<file path="src/e100_pkg.sv">
// ################################################
// e100 core shared definitions
// widths, opcodes, bus source selects, alu
// functions and the control state encoding
// ################################################

package e100_pkg;

    localparam int word_width = 32;
    localparam int addr_width = 16;

    typedef logic [word_width-1:0] word_t;
    typedef logic [addr_width-1:0] addr_t;

    // instruction set encodings
    localparam word_t op_halt = 32'd0;
    localparam word_t op_add  = 32'd1;
    localparam word_t op_sub  = 32'd2;
    localparam word_t op_cp   = 32'd5;
    localparam word_t op_and  = 32'd6;
    localparam word_t op_or   = 32'd7;
    localparam word_t op_not  = 32'd8;
    localparam word_t op_sl   = 32'd9;
    localparam word_t op_sr   = 32'd10;
    localparam word_t op_be   = 32'd13;
    localparam word_t op_bne  = 32'd14;
    localparam word_t op_blt  = 32'd15;
    localparam word_t op_call = 32'd16;
    localparam word_t op_ret  = 32'd17;

    typedef enum logic [2:0] {
        src_none, src_pc, src_plus1, src_arg1, src_arg2, src_arg3, src_mem, src_alu
    } bus_src_t;

    typedef enum logic [2:0] {
        alu_add, alu_sub, alu_and, alu_or, alu_not, alu_sl, alu_sr
    } alu_op_t;

    typedef enum logic [4:0] {
        st_reset, st_fetch_addr, st_fetch_op, st_fetch_inc1, st_fetch_arg1,
        st_fetch_inc2, st_fetch_arg2, st_fetch_inc3, st_fetch_arg3, st_decode,
        st_halt, st_src1_addr, st_src1_read, st_src2_addr, st_src2_read,
        st_dst_addr, st_dst_write, st_branch, st_cp_addr, st_cp_read,
        st_cp_dst, st_cp_write, st_call_addr, st_call_write, st_call_jump,
        st_ret_addr, st_ret_read
    } state_t;

endpackage

</file>
<file path="src/e100_alu.sv">
// ################################################
// e100 alu
// arithmetic, logic and shift result plus the
// equal and signed less-than branch flags
// ################################################

`timescale 1ns/1ps

module e100_alu (
    input  e100_pkg::alu_op_t  alu_op,
    input  e100_pkg::word_t    op1,
    input  e100_pkg::word_t    op2,
    output e100_pkg::word_t    result,
    output logic               equal,
    output logic               less
);
    import e100_pkg::*;

    // shift amounts past the word width flush to zero
    logic  shift_over;
    word_t shift_left;
    word_t shift_right;

    assign shift_over  = (op2 >= word_t'(word_width));
    assign shift_left  = shift_over ? '0 : op1 << op2[4:0];
    assign shift_right = shift_over ? '0 : op1 >> op2[4:0];

    always_comb begin
        case (alu_op)
            alu_add: result = op1 + op2;
            alu_sub: result = op1 - op2;
            alu_and: result = op1 & op2;
            alu_or:  result = op1 | op2;
            alu_not: result = ~op1;
            alu_sl:  result = shift_left;
            alu_sr:  result = shift_right;
            default: result = '0;
        endcase
    end

    assign equal = (op1 == op2);
    // two's complement compare
    assign less  = ($signed(op1) < $signed(op2));

endmodule

</file>
<file path="src/e100_control.sv">
// ################################################
// e100 instruction sequencer
// steps fetch, decode and execute, picks the bus
// source and issues register and memory strobes
// ################################################

`timescale 1ns/1ps

module e100_control (
    input  logic                clock,
    input  logic                reset,
    input  e100_pkg::word_t     opcode,
    input  logic                equal,
    input  logic                less,
    input  logic                mem_done,
    output e100_pkg::bus_src_t  bus_src,
    output e100_pkg::alu_op_t   alu_op,
    output logic                pc_write,
    output logic                opcode_write,
    output logic                arg1_write,
    output logic                arg2_write,
    output logic                arg3_write,
    output logic                op1_write,
    output logic                op2_write,
    output logic                address_write,
    output logic                mem_read,
    output logic                mem_write,
    output logic                halted
);
    import e100_pkg::*;

    state_t state;
    state_t next_state;
    // request issued, waiting for mem_done
    logic   pending;
    logic   take_branch;

    always_comb begin
        case (opcode)
            op_sub:  alu_op = alu_sub;
            op_and:  alu_op = alu_and;
            op_or:   alu_op = alu_or;
            op_not:  alu_op = alu_not;
            op_sl:   alu_op = alu_sl;
            op_sr:   alu_op = alu_sr;
            default: alu_op = alu_add;
        endcase
    end

    always_comb begin
        case (opcode)
            op_be:   take_branch = equal;
            op_bne:  take_branch = !equal;
            default: take_branch = less;
        endcase
    end

    always_comb begin
        bus_src       = src_none;
        pc_write      = 1'b0;
        opcode_write  = 1'b0;
        arg1_write    = 1'b0;
        arg2_write    = 1'b0;
        arg3_write    = 1'b0;
        op1_write     = 1'b0;
        op2_write     = 1'b0;
        address_write = 1'b0;
        mem_read      = 1'b0;
        mem_write     = 1'b0;
        next_state    = state;

        case (state)
            st_reset: next_state = st_fetch_addr;
            st_fetch_addr: begin
                bus_src = src_pc;
                address_write = 1'b1;
                next_state = st_fetch_op;
            end
            // memory reads: request once, load the target on mem_done
            st_fetch_op, st_fetch_arg1, st_fetch_arg2, st_fetch_arg3,
            st_src1_read, st_src2_read, st_cp_read, st_ret_read: begin
                bus_src = src_mem;
                mem_read = !pending;
                opcode_write = mem_done && state == st_fetch_op;
                arg1_write = mem_done && state == st_fetch_arg1;
                arg2_write = mem_done && state == st_fetch_arg2;
                arg3_write = mem_done && (state == st_fetch_arg3 || state == st_cp_read);
                op1_write = mem_done && state == st_src1_read;
                op2_write = mem_done && state == st_src2_read;
                pc_write = mem_done && state == st_ret_read;
                if (mem_done) begin
                    case (state)
                        st_fetch_op:   next_state = st_fetch_inc1;
                        st_fetch_arg1: next_state = st_fetch_inc2;
                        st_fetch_arg2: next_state = st_fetch_inc3;
                        st_fetch_arg3: next_state = st_decode;
                        st_cp_read:    next_state = st_cp_dst;
                        st_ret_read:   next_state = st_fetch_addr;
                        // not takes a single operand
                        st_src1_read:
                            next_state = (opcode == op_not) ? st_dst_addr : st_src2_addr;
                        default: begin
                            if (opcode == op_be || opcode == op_bne || opcode == op_blt) begin
                                next_state = st_branch;
                            end else begin
                                next_state = st_dst_addr;
                            end
                        end
                    endcase
                end
            end
            // pc advance plus address load
            st_fetch_inc1, st_fetch_inc2, st_fetch_inc3: begin
                bus_src = src_plus1;
                pc_write = 1'b1;
                address_write = 1'b1;
                next_state = state_t'(state + 5'd1);
            end
            st_decode: begin
                bus_src = src_plus1;
                pc_write = 1'b1;
                case (opcode)
                    op_add, op_sub, op_and, op_or, op_not, op_sl, op_sr,
                    op_be, op_bne, op_blt: next_state = st_src1_addr;
                    op_cp:   next_state = st_cp_addr;
                    op_call: next_state = st_call_addr;
                    op_ret:  next_state = st_ret_addr;
                    // halt and anything unknown
                    default: next_state = st_halt;
                endcase
            end
            st_halt: next_state = st_halt;
            st_src1_addr, st_src2_addr, st_dst_addr, st_cp_addr, st_cp_dst,
            st_call_addr, st_ret_addr: begin
                address_write = 1'b1;
                case (state)
                    st_src1_addr: begin
                        bus_src = src_arg2;
                        next_state = st_src1_read;
                    end
                    st_src2_addr: begin
                        bus_src = src_arg3;
                        next_state = st_src2_read;
                    end
                    st_dst_addr: begin
                        bus_src = src_arg1;
                        next_state = st_dst_write;
                    end
                    st_cp_addr: begin
                        bus_src = src_arg2;
                        next_state = st_cp_read;
                    end
                    st_cp_dst: begin
                        bus_src = src_arg1;
                        next_state = st_cp_write;
                    end
                    st_call_addr: begin
                        bus_src = src_arg2;
                        next_state = st_call_write;
                    end
                    default: begin
                        bus_src = src_arg1;
                        next_state = st_ret_read;
                    end
                endcase
            end
            // memory writes: data taken from the bus at request time
            st_dst_write, st_cp_write, st_call_write: begin
                if (state == st_dst_write) begin
                    bus_src = src_alu;
                end else if (state == st_cp_write) begin
                    bus_src = src_arg3;
                end else begin
                    bus_src = src_pc;
                end
                mem_write = !pending;
                if (mem_done) begin
                    next_state = (state == st_call_write) ? st_call_jump : st_fetch_addr;
                end
            end
            st_branch: begin
                bus_src = src_arg1;
                pc_write = take_branch;
                next_state = st_fetch_addr;
            end
            st_call_jump: begin
                bus_src = src_arg1;
                pc_write = 1'b1;
                next_state = st_fetch_addr;
            end
            default: next_state = st_reset;
        endcase
    end

    always_ff @(posedge clock) begin
        if (reset) begin
            state <= st_reset;
            pending <= 1'b0;
        end else begin
            state <= next_state;
            if (mem_done) begin
                pending <= 1'b0;
            end else if (mem_read || mem_write) begin
                pending <= 1'b1;
            end
        end
    end

    assign halted = (state == st_halt);

    // a completion only answers an issued request
    assert property (@(posedge clock) disable iff (reset) mem_done |-> pending);

    // no transfer left outstanding once halted
    assert property (@(posedge clock) disable iff (reset)
        halted |-> !pending);

endmodule

</file>
<file path="src/e100_core.sv">
// ################################################
// e100 multicycle core
// memory-operand processor with a Wishbone
// classic master port to external memory
// ################################################

`timescale 1ns/1ps

module e100_core (
    input  logic             clock,
    input  logic             reset,
    output logic             wb_cyc,
    output logic             wb_stb,
    output logic             wb_we,
    output e100_pkg::addr_t  wb_adr,
    output e100_pkg::word_t  wb_dat_w,
    input  e100_pkg::word_t  wb_dat_r,
    input  logic             wb_ack,
    output logic             halted
);
    import e100_pkg::*;

    bus_src_t bus_src;
    alu_op_t  alu_op;
    word_t    bus;
    word_t    opcode;
    word_t    op1;
    word_t    op2;
    word_t    alu_result;
    word_t    read_data;
    logic     equal;
    logic     less;
    logic     mem_done;
    logic     pc_write;
    logic     opcode_write;
    logic     arg1_write;
    logic     arg2_write;
    logic     arg3_write;
    logic     op1_write;
    logic     op2_write;
    logic     address_write;
    logic     mem_read;
    logic     mem_write;

    e100_control u_control (
        .clock(clock), .reset(reset), .opcode(opcode), .equal(equal), .less(less),
        .mem_done(mem_done), .bus_src(bus_src), .alu_op(alu_op), .pc_write(pc_write),
        .opcode_write(opcode_write), .arg1_write(arg1_write), .arg2_write(arg2_write),
        .arg3_write(arg3_write), .op1_write(op1_write), .op2_write(op2_write),
        .address_write(address_write), .mem_read(mem_read), .mem_write(mem_write),
        .halted(halted)
    );

    e100_registers u_registers (
        .clock(clock), .reset(reset), .bus_src(bus_src), .pc_write(pc_write),
        .opcode_write(opcode_write), .arg1_write(arg1_write), .arg2_write(arg2_write),
        .arg3_write(arg3_write), .op1_write(op1_write), .op2_write(op2_write),
        .read_data(read_data), .alu_result(alu_result), .bus(bus), .opcode(opcode),
        .op1(op1), .op2(op2)
    );

    e100_alu u_alu (
        .alu_op(alu_op), .op1(op1), .op2(op2), .result(alu_result),
        .equal(equal), .less(less)
    );

    e100_wb_master u_wb_master (
        .clock(clock), .reset(reset), .bus(bus), .address_write(address_write),
        .mem_read(mem_read), .mem_write(mem_write), .read_data(read_data),
        .mem_done(mem_done), .wb_cyc(wb_cyc), .wb_stb(wb_stb), .wb_we(wb_we),
        .wb_adr(wb_adr), .wb_dat_w(wb_dat_w), .wb_dat_r(wb_dat_r), .wb_ack(wb_ack)
    );

endmodule

</file>
<file path="src/e100_registers.sv">
// ################################################
// e100 datapath registers
// pc, opcode, argument and operand registers
// plus the internal bus source multiplexer
// ################################################

`timescale 1ns/1ps

module e100_registers (
    input  logic                clock,
    input  logic                reset,
    input  e100_pkg::bus_src_t  bus_src,
    input  logic                pc_write,
    input  logic                opcode_write,
    input  logic                arg1_write,
    input  logic                arg2_write,
    input  logic                arg3_write,
    input  logic                op1_write,
    input  logic                op2_write,
    input  e100_pkg::word_t     read_data,
    input  e100_pkg::word_t     alu_result,
    output e100_pkg::word_t     bus,
    output e100_pkg::word_t     opcode,
    output e100_pkg::word_t     op1,
    output e100_pkg::word_t     op2
);
    import e100_pkg::*;

    word_t pc;
    word_t plus1;
    word_t arg1;
    word_t arg2;
    word_t arg3;

    assign plus1 = pc + word_t'(1);

    // one source on the bus at a time
    always_comb begin
        case (bus_src)
            src_pc:    bus = pc;
            src_plus1: bus = plus1;
            src_arg1:  bus = arg1;
            src_arg2:  bus = arg2;
            src_arg3:  bus = arg3;
            src_mem:   bus = read_data;
            src_alu:   bus = alu_result;
            default:   bus = '0;
        endcase
    end

    // execution starts at word 0
    always_ff @(posedge clock) begin
        if (reset) begin
            pc <= '0;
        end else if (pc_write) begin
            pc <= bus;
        end
    end

    always_ff @(posedge clock) begin
        if (opcode_write) begin
            opcode <= bus;
        end
        if (arg1_write) begin
            arg1 <= bus;
        end
        if (arg2_write) begin
            arg2 <= bus;
        end
        if (arg3_write) begin
            arg3 <= bus;
        end
        if (op1_write) begin
            op1 <= bus;
        end
        if (op2_write) begin
            op2 <= bus;
        end
    end

endmodule

</file>
<file path="src/e100_wb_master.sv">
// ################################################
// e100 memory port
// address register and one Wishbone classic
// read or write per request, waits for ack
// ################################################

`timescale 1ns/1ps

module e100_wb_master (
    input  logic             clock,
    input  logic             reset,
    input  e100_pkg::word_t  bus,
    input  logic             address_write,
    input  logic             mem_read,
    input  logic             mem_write,
    output e100_pkg::word_t  read_data,
    output logic             mem_done,
    output logic             wb_cyc,
    output logic             wb_stb,
    output logic             wb_we,
    output e100_pkg::addr_t  wb_adr,
    output e100_pkg::word_t  wb_dat_w,
    input  e100_pkg::word_t  wb_dat_r,
    input  logic             wb_ack
);
    import e100_pkg::*;

    // single transfers only, stb follows cyc
    assign wb_stb = wb_cyc;

    always_ff @(posedge clock) begin
        if (address_write) begin
            wb_adr <= bus[addr_width-1:0];
        end
        if (mem_write) begin
            wb_dat_w <= bus;
        end
        if (wb_cyc && wb_ack) begin
            read_data <= wb_dat_r;
        end
    end

    always_ff @(posedge clock) begin
        if (reset) begin
            wb_cyc <= 1'b0;
            wb_we <= 1'b0;
            mem_done <= 1'b0;
        end else begin
            mem_done <= 1'b0;
            if (wb_cyc) begin
                if (wb_ack) begin
                    wb_cyc <= 1'b0;
                    wb_we <= 1'b0;
                    mem_done <= 1'b1;
                end
            end else if (mem_read || mem_write) begin
                wb_cyc <= 1'b1;
                wb_we <= mem_write;
            end
        end
    end

    // slave may stall, the request must not move
    assert property (@(posedge clock) disable iff (reset)
        wb_stb && !wb_ack |=> $stable(wb_adr) && $stable(wb_we) && $stable(wb_dat_w));

    assert property (@(posedge clock) disable iff (reset)
        wb_cyc |-> !(mem_read || mem_write));

endmodule

</file>
<file path="config.mk">
export PLATFORM = sky130hd
export DESIGN_NAME = e100_core
export DESIGN_NICKNAME = d
export VERILOG_FILES = /design/src/e100_pkg.sv /design/src/e100_alu.sv /design/src/e100_control.sv /design/src/e100_core.sv /design/src/e100_registers.sv /design/src/e100_wb_master.sv
export SDC_FILE = /design/constraint.sdc
export NUM_CORES = 1
export LEC_CHECK = 0
export BUFFER_PORTS_ARGS = -buffer_cell sky130_fd_sc_hd__buf_4
export CORE_MARGIN = 4
export CORE_UTILIZATION = 30
export CTS_BUF_LIST = sky130_fd_sc_hd__clkbuf_4
export CTS_CLUSTER_SIZE = 28
export DETAILED_ROUTE_END_ITERATION = 7
export GPL_TIMING_DRIVEN = 0
export RECOVER_POWER = 50
export SLEW_MARGIN = 5
export SYNTH_ARGS = -nofsm -noshare
export SYNTH_HDL_FRONTEND = slang
export SYNTH_SLANG_ARGS = --single-unit
</file>
<file path="constraint.sdc">
create_clock -name clock -period 13.4 [get_ports clock]
set_input_delay 2.01 -clock clock [delete_from_list [all_inputs] [get_ports clock]]
set_output_delay 2.01 -clock clock [all_outputs]
set_load 0.01 [all_outputs]
</file>
==> summary.md, run 1 <==
| Metric | Value |
|---|---|
| Post-CTS Setup Bufs | 0 |
| Fmax | 0.137 GHz |
| Post-CTS sizing | 0 |
| Crit Path Class | register to register |
| Leakage power | roughly 0.0091 uW |
| Min-delay src | u_control.pending |
| H-tree depth | 3 |
| Area delta synth->final | 12.5% |
| Max clock buf depth | 3 |
| Fin. max-slew vios | 123 |
| Buffers on Ports | 86 |
| Post-synthesis mux area share | 10.6% |
| Psw | 1060 uW |
| Worst Tran Pin Value | 1.86 ns |
| Required time worst endpoint | 13.79 ns |
| Commonest cells after routing, fill and taps aside | edfxtp_1, nand2_1, nor2_1 |
| Pwr dens | about 120 nW/um^2 |
| Syn_nets | 2,500 |
| Critical Path AT | 7.71 ns |
| Final TNS setup | 0 ns |
| Reg power frac | 44.1% |
| Largest net degree at the start of global routing | 42 |
| Vias in the first global route | 20,000 |
| Gpl congestion | 1.00 |
| Starting DRT DRC Count | 2,627 |
| Final Hold Fails | 0 |
| Mapped Cells | 2,357 |
| Final period util | 54.7% |
| Mapped Area | 22,500 sq um |
| Simple-Gate Fraction of Synth Area | between 10% and 20% |
| Adder-cell area share of the yosys netlist | around 6% |
| XOR/XNOR share of the synthesized area | 1.17% |
| Vias | 21,300 |
| Worst skew pair latency | around 0.80 ns |
| Crit. Startpoint | u_registers.op2[3] |
| CTS buffer count | 78 |
| Max-cap viol count | 4 |
| Main synth FF type | edfxtp_1 |
| Number of synthesized register bits | between 300 and 400 |
| Syn Area/Cell | 9.55 sq um |
| Post-synth ARST share | 0% |
| Share of cells above drive strength 1 | approximately an eighth |
| Main combinational cell family by area after synthesis | compound AO/OA/AOI/OAI gates |
| Gr ovfl total | 0 |
| Worst Path Max Fanout | 11 |
| Die X | 282 um |
| Initial antenna violation count | 4 |
| Final WL | 98,100 um |
| R2r startpoint | u_registers.op2[3] |
| Clk pwr share | 27.7% |
| HPWL after DPL | 75,700 um |
| Root buffer cell | clkbuf_4 |
| Period minus WS final | 7.33 ns |
| Distinct cells, synth | 87 |
| Clk_skew | ~0.046 ns |
| Pint | 1870 uW |
| Global-route wire length before repair | 141,000 um |
| TritonCTS clock tree | built |
| Final WS setup | approximately 6.1 ns |
| Rel. slew slack | -24.3% |
| CP Capture Type | register |
| Peak supply drop | 0.0909 mV |
| Drt pass-1 iters | 6 |
| Clock transition at path regs | 0.07 ns |
| Fillers | roughly 7,700 |
| Final nets | 2,680 |
| CP max stage delay | 1.13 ns |
| Post-synth EDFFs | 272 |
| CP max-delay cell | o21ai_0 |
| Failing checks | capacitance limit, slew limit |
| CP Launch Type | register |
| Final Util | 34.0% |
| Post-place setup slack | between 6 and 7 ns |
| Most common cell after layout, fill and taps aside | edfxtp_1 |
| Die height | 282 um |
| Initial Util | between 30% and 40% |
| Synth warn | 0 |
| All-layer global routing usage | 23.9% |
| Hold-fix buffers, CTS | 0 |
| Sw Ratio | 36.2% |
| Post-synthesis compound-gate area fraction | 20.6% |
| Type of the worst min-delay path | register to register |
| Final Setup Violations | 0 |
| Post-synthesis sequential area ratio | 40.4% |
| Outcome | finished with violations |
| # clock sinks | 318 |
| Num ports | 87 |
| Comb power frac | 28.2% |
| Crit path cell chain | clkbuf_1 > inv_1 > clkbuf_1 > buf_1 > clkbuf_1 > ha_1 > o21ai_0 > o21ai_0 > nand2_1 > o31ai_1 > a21oi_1 > nor4_1 > nor3_1 > xnor2_1 > a21oi_1 > o21ai_0 |
| Avg WL per Cell | 27.4 um |
| DRT antenna net count | 0 |
| # DRC | 0 |
| Unrepaired setup endpoints after global routing | false |
| Area of the die | about 80,000 sq um |
| Core Region | 74,400 sq um |
| DR vias/cell | between 5 and 6 |
| Number of cell rows | 100 |
layer usage:
layer / up-vias / GRT usage, % / wire [um]
li1: 9361 / - / -
met1: 10400 / 32.1 / 40500
met2: 1356 / 38.4 / 44600
met3: 242 / 4.40 / 8940
met4: 2 / 9.54 / 3980
met5: - / 0 / 11
per-stage QoR:
stage | total power [uW] | hold slack [ns] | instances | area, sq um
6_report | 2930 | 0.514 | 3575 | 25300
5_1_grt | 3060 | 0.527 | 3574 | 25300
4_1_cts | 2960 | 0.503 | 3568 | 25600
3_5_place_dp | 2140 | 0.494 | 3426 | 24600
3_3_place_gp | 2130 | 0.489 | 3412 | 24400
2_1_floorplan | 1760 | 0.459 | 2357 | 22500
critical path: cells and delay by family (launching register included):
kind	cells	cell delay, ns
XOR/XNOR	1	0.17
AO/OA/AOI/OAI	6	2.81
buffers and inverters	5	2.29
AND/OR/NAND/NOR	3	0.79
adder cells (fa/ha/maj)	1	0.37
flip-flops	1	0.47
state kept, by name (all words and copies together), names as in the netlist, named ones only:
| name | count |
|---|---|
| u_wb_master.wb_dat_w | 32 |
| u_wb_master.wb_we | 1 |
| u_registers.arg1 | 32 |
| u_registers.op2 | 32 |
| u_wb_master.read_data | 32 |
| u_wb_master.mem_done | 1 |
| u_control.pending | 1 |
| u_registers.opcode | 32 |
| u_registers.pc | 32 |
| u_wb_master.wb_adr | 16 |
| u_registers.arg2 | 32 |
| u_registers.arg3 | 32 |
| u_registers.op1 | 32 |
| u_control.state | 5 |
| u_wb_master.wb_cyc | 1 |
final cells by class:
class	count	area, sq um	area share, %
repair buffers	100	544	2.15
multi-input cells	1736	12200	48.2
clock inverters	27	143	0.563
clock buffers	115	863	3.41
well taps	969	1210	4.79
plain buffers	183	793	3.13
diodes	7	17.5	0.0692
inverters	120	450	1.78
flip-flops and latches	318	9090	35.9
synthesized netlist by cell type (30+ instances only):
library cell,number,area [sq um]
dfxtp_1,46,921
nor2_1,198,743
mux4_2,65,1460
o22ai_1,42,263
nand3_1,51,255
edfxtp_1,272,8170
clkbuf_1,120,450
a221oi_1,36,315
mux2i_1,69,691
nor3_1,83,415
inv_1,117,439
o21ai_0,132,661
nor4_1,30,188
a21oi_1,184,921
ha_1,106,1330
nand2_1,224,841
a211oi_1,35,263
power by group through the flow:
| stage | combinational, uW | sequential, uW | clock (uW) |
|---|---|---|---|
| global placement | 822 | 1310 | 0 |
| floorplan | 450 | 1310 | 0 |
| CTS | 831 | 1290 | 837 |
| finish | 827 | 1290 | 812 |
| global route | 877 | 1300 | 889 |
| detailed placement | 827 | 1310 | 0 |
final timing paths:
path | end | slack (ns) | cells after the start
max | u_registers.op1[29] | 6.07 | 16
min | u_control.pending | 0.51 | 2
max reg2reg | u_registers.op1[29] | 6.07 | 16
min reg2reg | u_control.pending | 0.51 | 2
cell families (layout without fill, tap and decap cells):
group	Yosys count	after routing
other cells	0	7
mux	154	154
simple gates	751	751
fa+ha+maj	108	108
buf+inv	303	545
xor+xnor	30	30
flops	318	318
compound gates	693	693
Power figures use the tool's default switching activity.
==> run 2, diff against run 1 <==
clock period = 7.1 ns   (was 13.4 ns; I/O delays follow)
==> run 2 against run 1 <==
Against the previous run: the flow still finishes with violations (capacitance limit, slew limit); clock power rose by 88%; sequential power is 89% higher; cell area about the same; via count decreased by 0.15%; critical path depth is the same; highest routed layer unchanged.
==> summary.md, run 2 (same netlist as run 1, synthesis figures left out) <==
| Metric | Value |
|---|---|
| Unrepaired setup endpoints after global routing | false |
| Avg WL per Cell | 27.4 um |
| Final hold slack | ~0.46 ns |
| Max-cap viol count | 4 |
| Clk_skew | 0.0568 ns |
| Area of the die | 79,500 sq um |
| Vias | 21,300 |
| Crit Path Class | register to register |
| Final WL | 98,000 um |
| Final period util | 96.7% |
| GR Layer Usage met2 | 38.4% |
| # DRC | 0 |
| Clock transition at path regs | 0.07 ns |
| Root buffer cell | clkbuf_4 |
| Worst Path Max Fanout | 11 |
| TritonCTS clock tree | built |
| Fillers | 7,672 |
| Starting DRT DRC Count | approximately 2,500 |
| Most common cell after layout, fill and taps aside | edfxtp_1 |
| H-tree depth | 3 |
| Final Util | 34.0% |
| GRT met3 Usage | 4.40% |
| Failing checks | capacitance limit, slew limit |
| # clock sinks | ~320 |
| Worst Tran Pin Value | about 1.8 ns |
| CP Capture Type | register |
| Peak supply drop | 0.172 mV |
| Post-route total power | 5530 uW |
| Die X | 282 um |
| Initial antenna violation count | 4 |
| Vias in the first global route | 20,000 |
| R2r setup slk | 0.24 ns |
| Area delta synth->final | 12.5% |
| Pwr dens | 218 nW/um^2 |
| Buffers on Ports | 86 |
| Max clock buf depth | 3 |
| GR peak layer | met2 |
| Post-place setup slack | 0.0379 ns |
| Num ports | 87 |
| All-layer global routing usage | 23.9% |
| Required time worst endpoint | 7.49 ns |
| Drt pass-1 iters | 6 |
| Global-route wire length before repair | 141,000 um |
| Critical Path AT | 7.26 ns |
| Fmax | 0.146 GHz |
| Initial Util | approximately 30% |
| Share of cells above drive strength 1 | between 10% and 20% |
| Hold-fix buffers, CTS | 0 |
| Leakage power | between 0.009 and 0.01 uW |
| Outcome | finished with violations |
| Fin. max-slew vios | 123 |
| Worst skew pair latency | 0.80 ns |
| DRT antenna net count | 0 |
| Largest net degree at the start of global routing | 42 |
| DR vias/cell | 5.95 |
| Gpl congestion | 1.00 |
| CTS buffer count | 78 |
| Number of cell rows | 100 |
| Type of the worst min-delay path | input port to register |
| Grt met1 use | roughly 32% |
| HPWL after DPL | 75,700 um |
| Final WS setup | roughly 0.24 ns |
| CP Launch Type | register |
| Final nets | roughly 2,700 |
| Final Hold Fails | 0 |
| Final Setup Violations | 0 |
| Gr ovfl total | 0 |
| Period minus WS final | 6.86 ns |
| Commonest cells after routing, fill and taps aside | edfxtp_1, nand2_1, nor2_1 |
| Die height | about 280 um |
| Rel. slew slack | -22.1% |
| Core Region | about 74,000 sq um |
==> run 2: layer usage <==
metal  wire, um  up-vias
met5         11        -
met2      44400     1396
met3       9410      238
met4       4080        2
met1      40100    10300
li1           -     9362
==> run 2: area by class of cell <==
class	instances	area [sq um]	share of cell area, %
diodes	8	20.0	0.0790
plain buffers	183	795	3.14
clock buffers	115	863	3.41
clock inverters	27	143	0.563
inverters	120	450	1.78
multi-input cells	1736	12200	48.2
flip-flops and latches	318	9090	35.9
well taps	969	1210	4.78
repair buffers	100	548	2.16
==> run 2: what timing repair did <==
action                     4_1_cts  5_1_grt
setup buffers                    0        0
setup endpoints to repair        3       35
gates cloned                     0        0
gates resized for setup          1        4
==> run 2: worst paths after layout <==
kind / start / endpoint / cells after the start
setup reg to reg: u_registers.op2[3] / u_registers.opcode[31] / 16
setup / recovery: u_registers.op2[3] / u_registers.opcode[31] / 16
hold / removal: wb_dat_r[21] / u_wb_master.read_data[21] / 1
hold reg to reg: u_control.pending / u_control.pending / 2
==> run 2: metrics by stage <==
| step | TNS, ns | instance area [sq um] | std cells |
|---|---|---|---|
| 4_1_cts | 0 | 25600 | 3568 |
| 6_report | 0 | 25300 | 3576 |
| 3_5_place_dp | 0 | 24600 | 3426 |
| 5_1_grt | 0 | 25300 | 3574 |
| 3_3_place_gp | -0.401 | 24400 | 3412 |
| 2_1_floorplan | 0 | 22500 | 2357 |
==> run 2: critical path, stage by stage, from the launching register on <==
cell      delay [ns]
edfxtp_1        0.47
clkbuf_1        0.28
inv_1           0.13
clkbuf_1        0.61
buf_1           0.58
clkbuf_2        0.47
ha_1            0.40
nor3_1          0.43
o31a_1          0.38
o21ai_0         0.14
a211oi_1        0.41
o21a_1          0.30
o21ai_0         0.26
and3_1          0.28
mux2_2          0.27
o31ai_1         0.60
nand2_1         0.42
==> run 2: power by group <==
| group | switching [uW] | internal, uW | leakage [uW] | total (uW) |
|---|---|---|---|---|
| clock network | 750 | 784 | 0.000592 | 1530 |
| logic | 1190 | 375 | 0.00565 | 1560 |
| registers | 63.9 | 2370 | 0.00287 | 2440 |
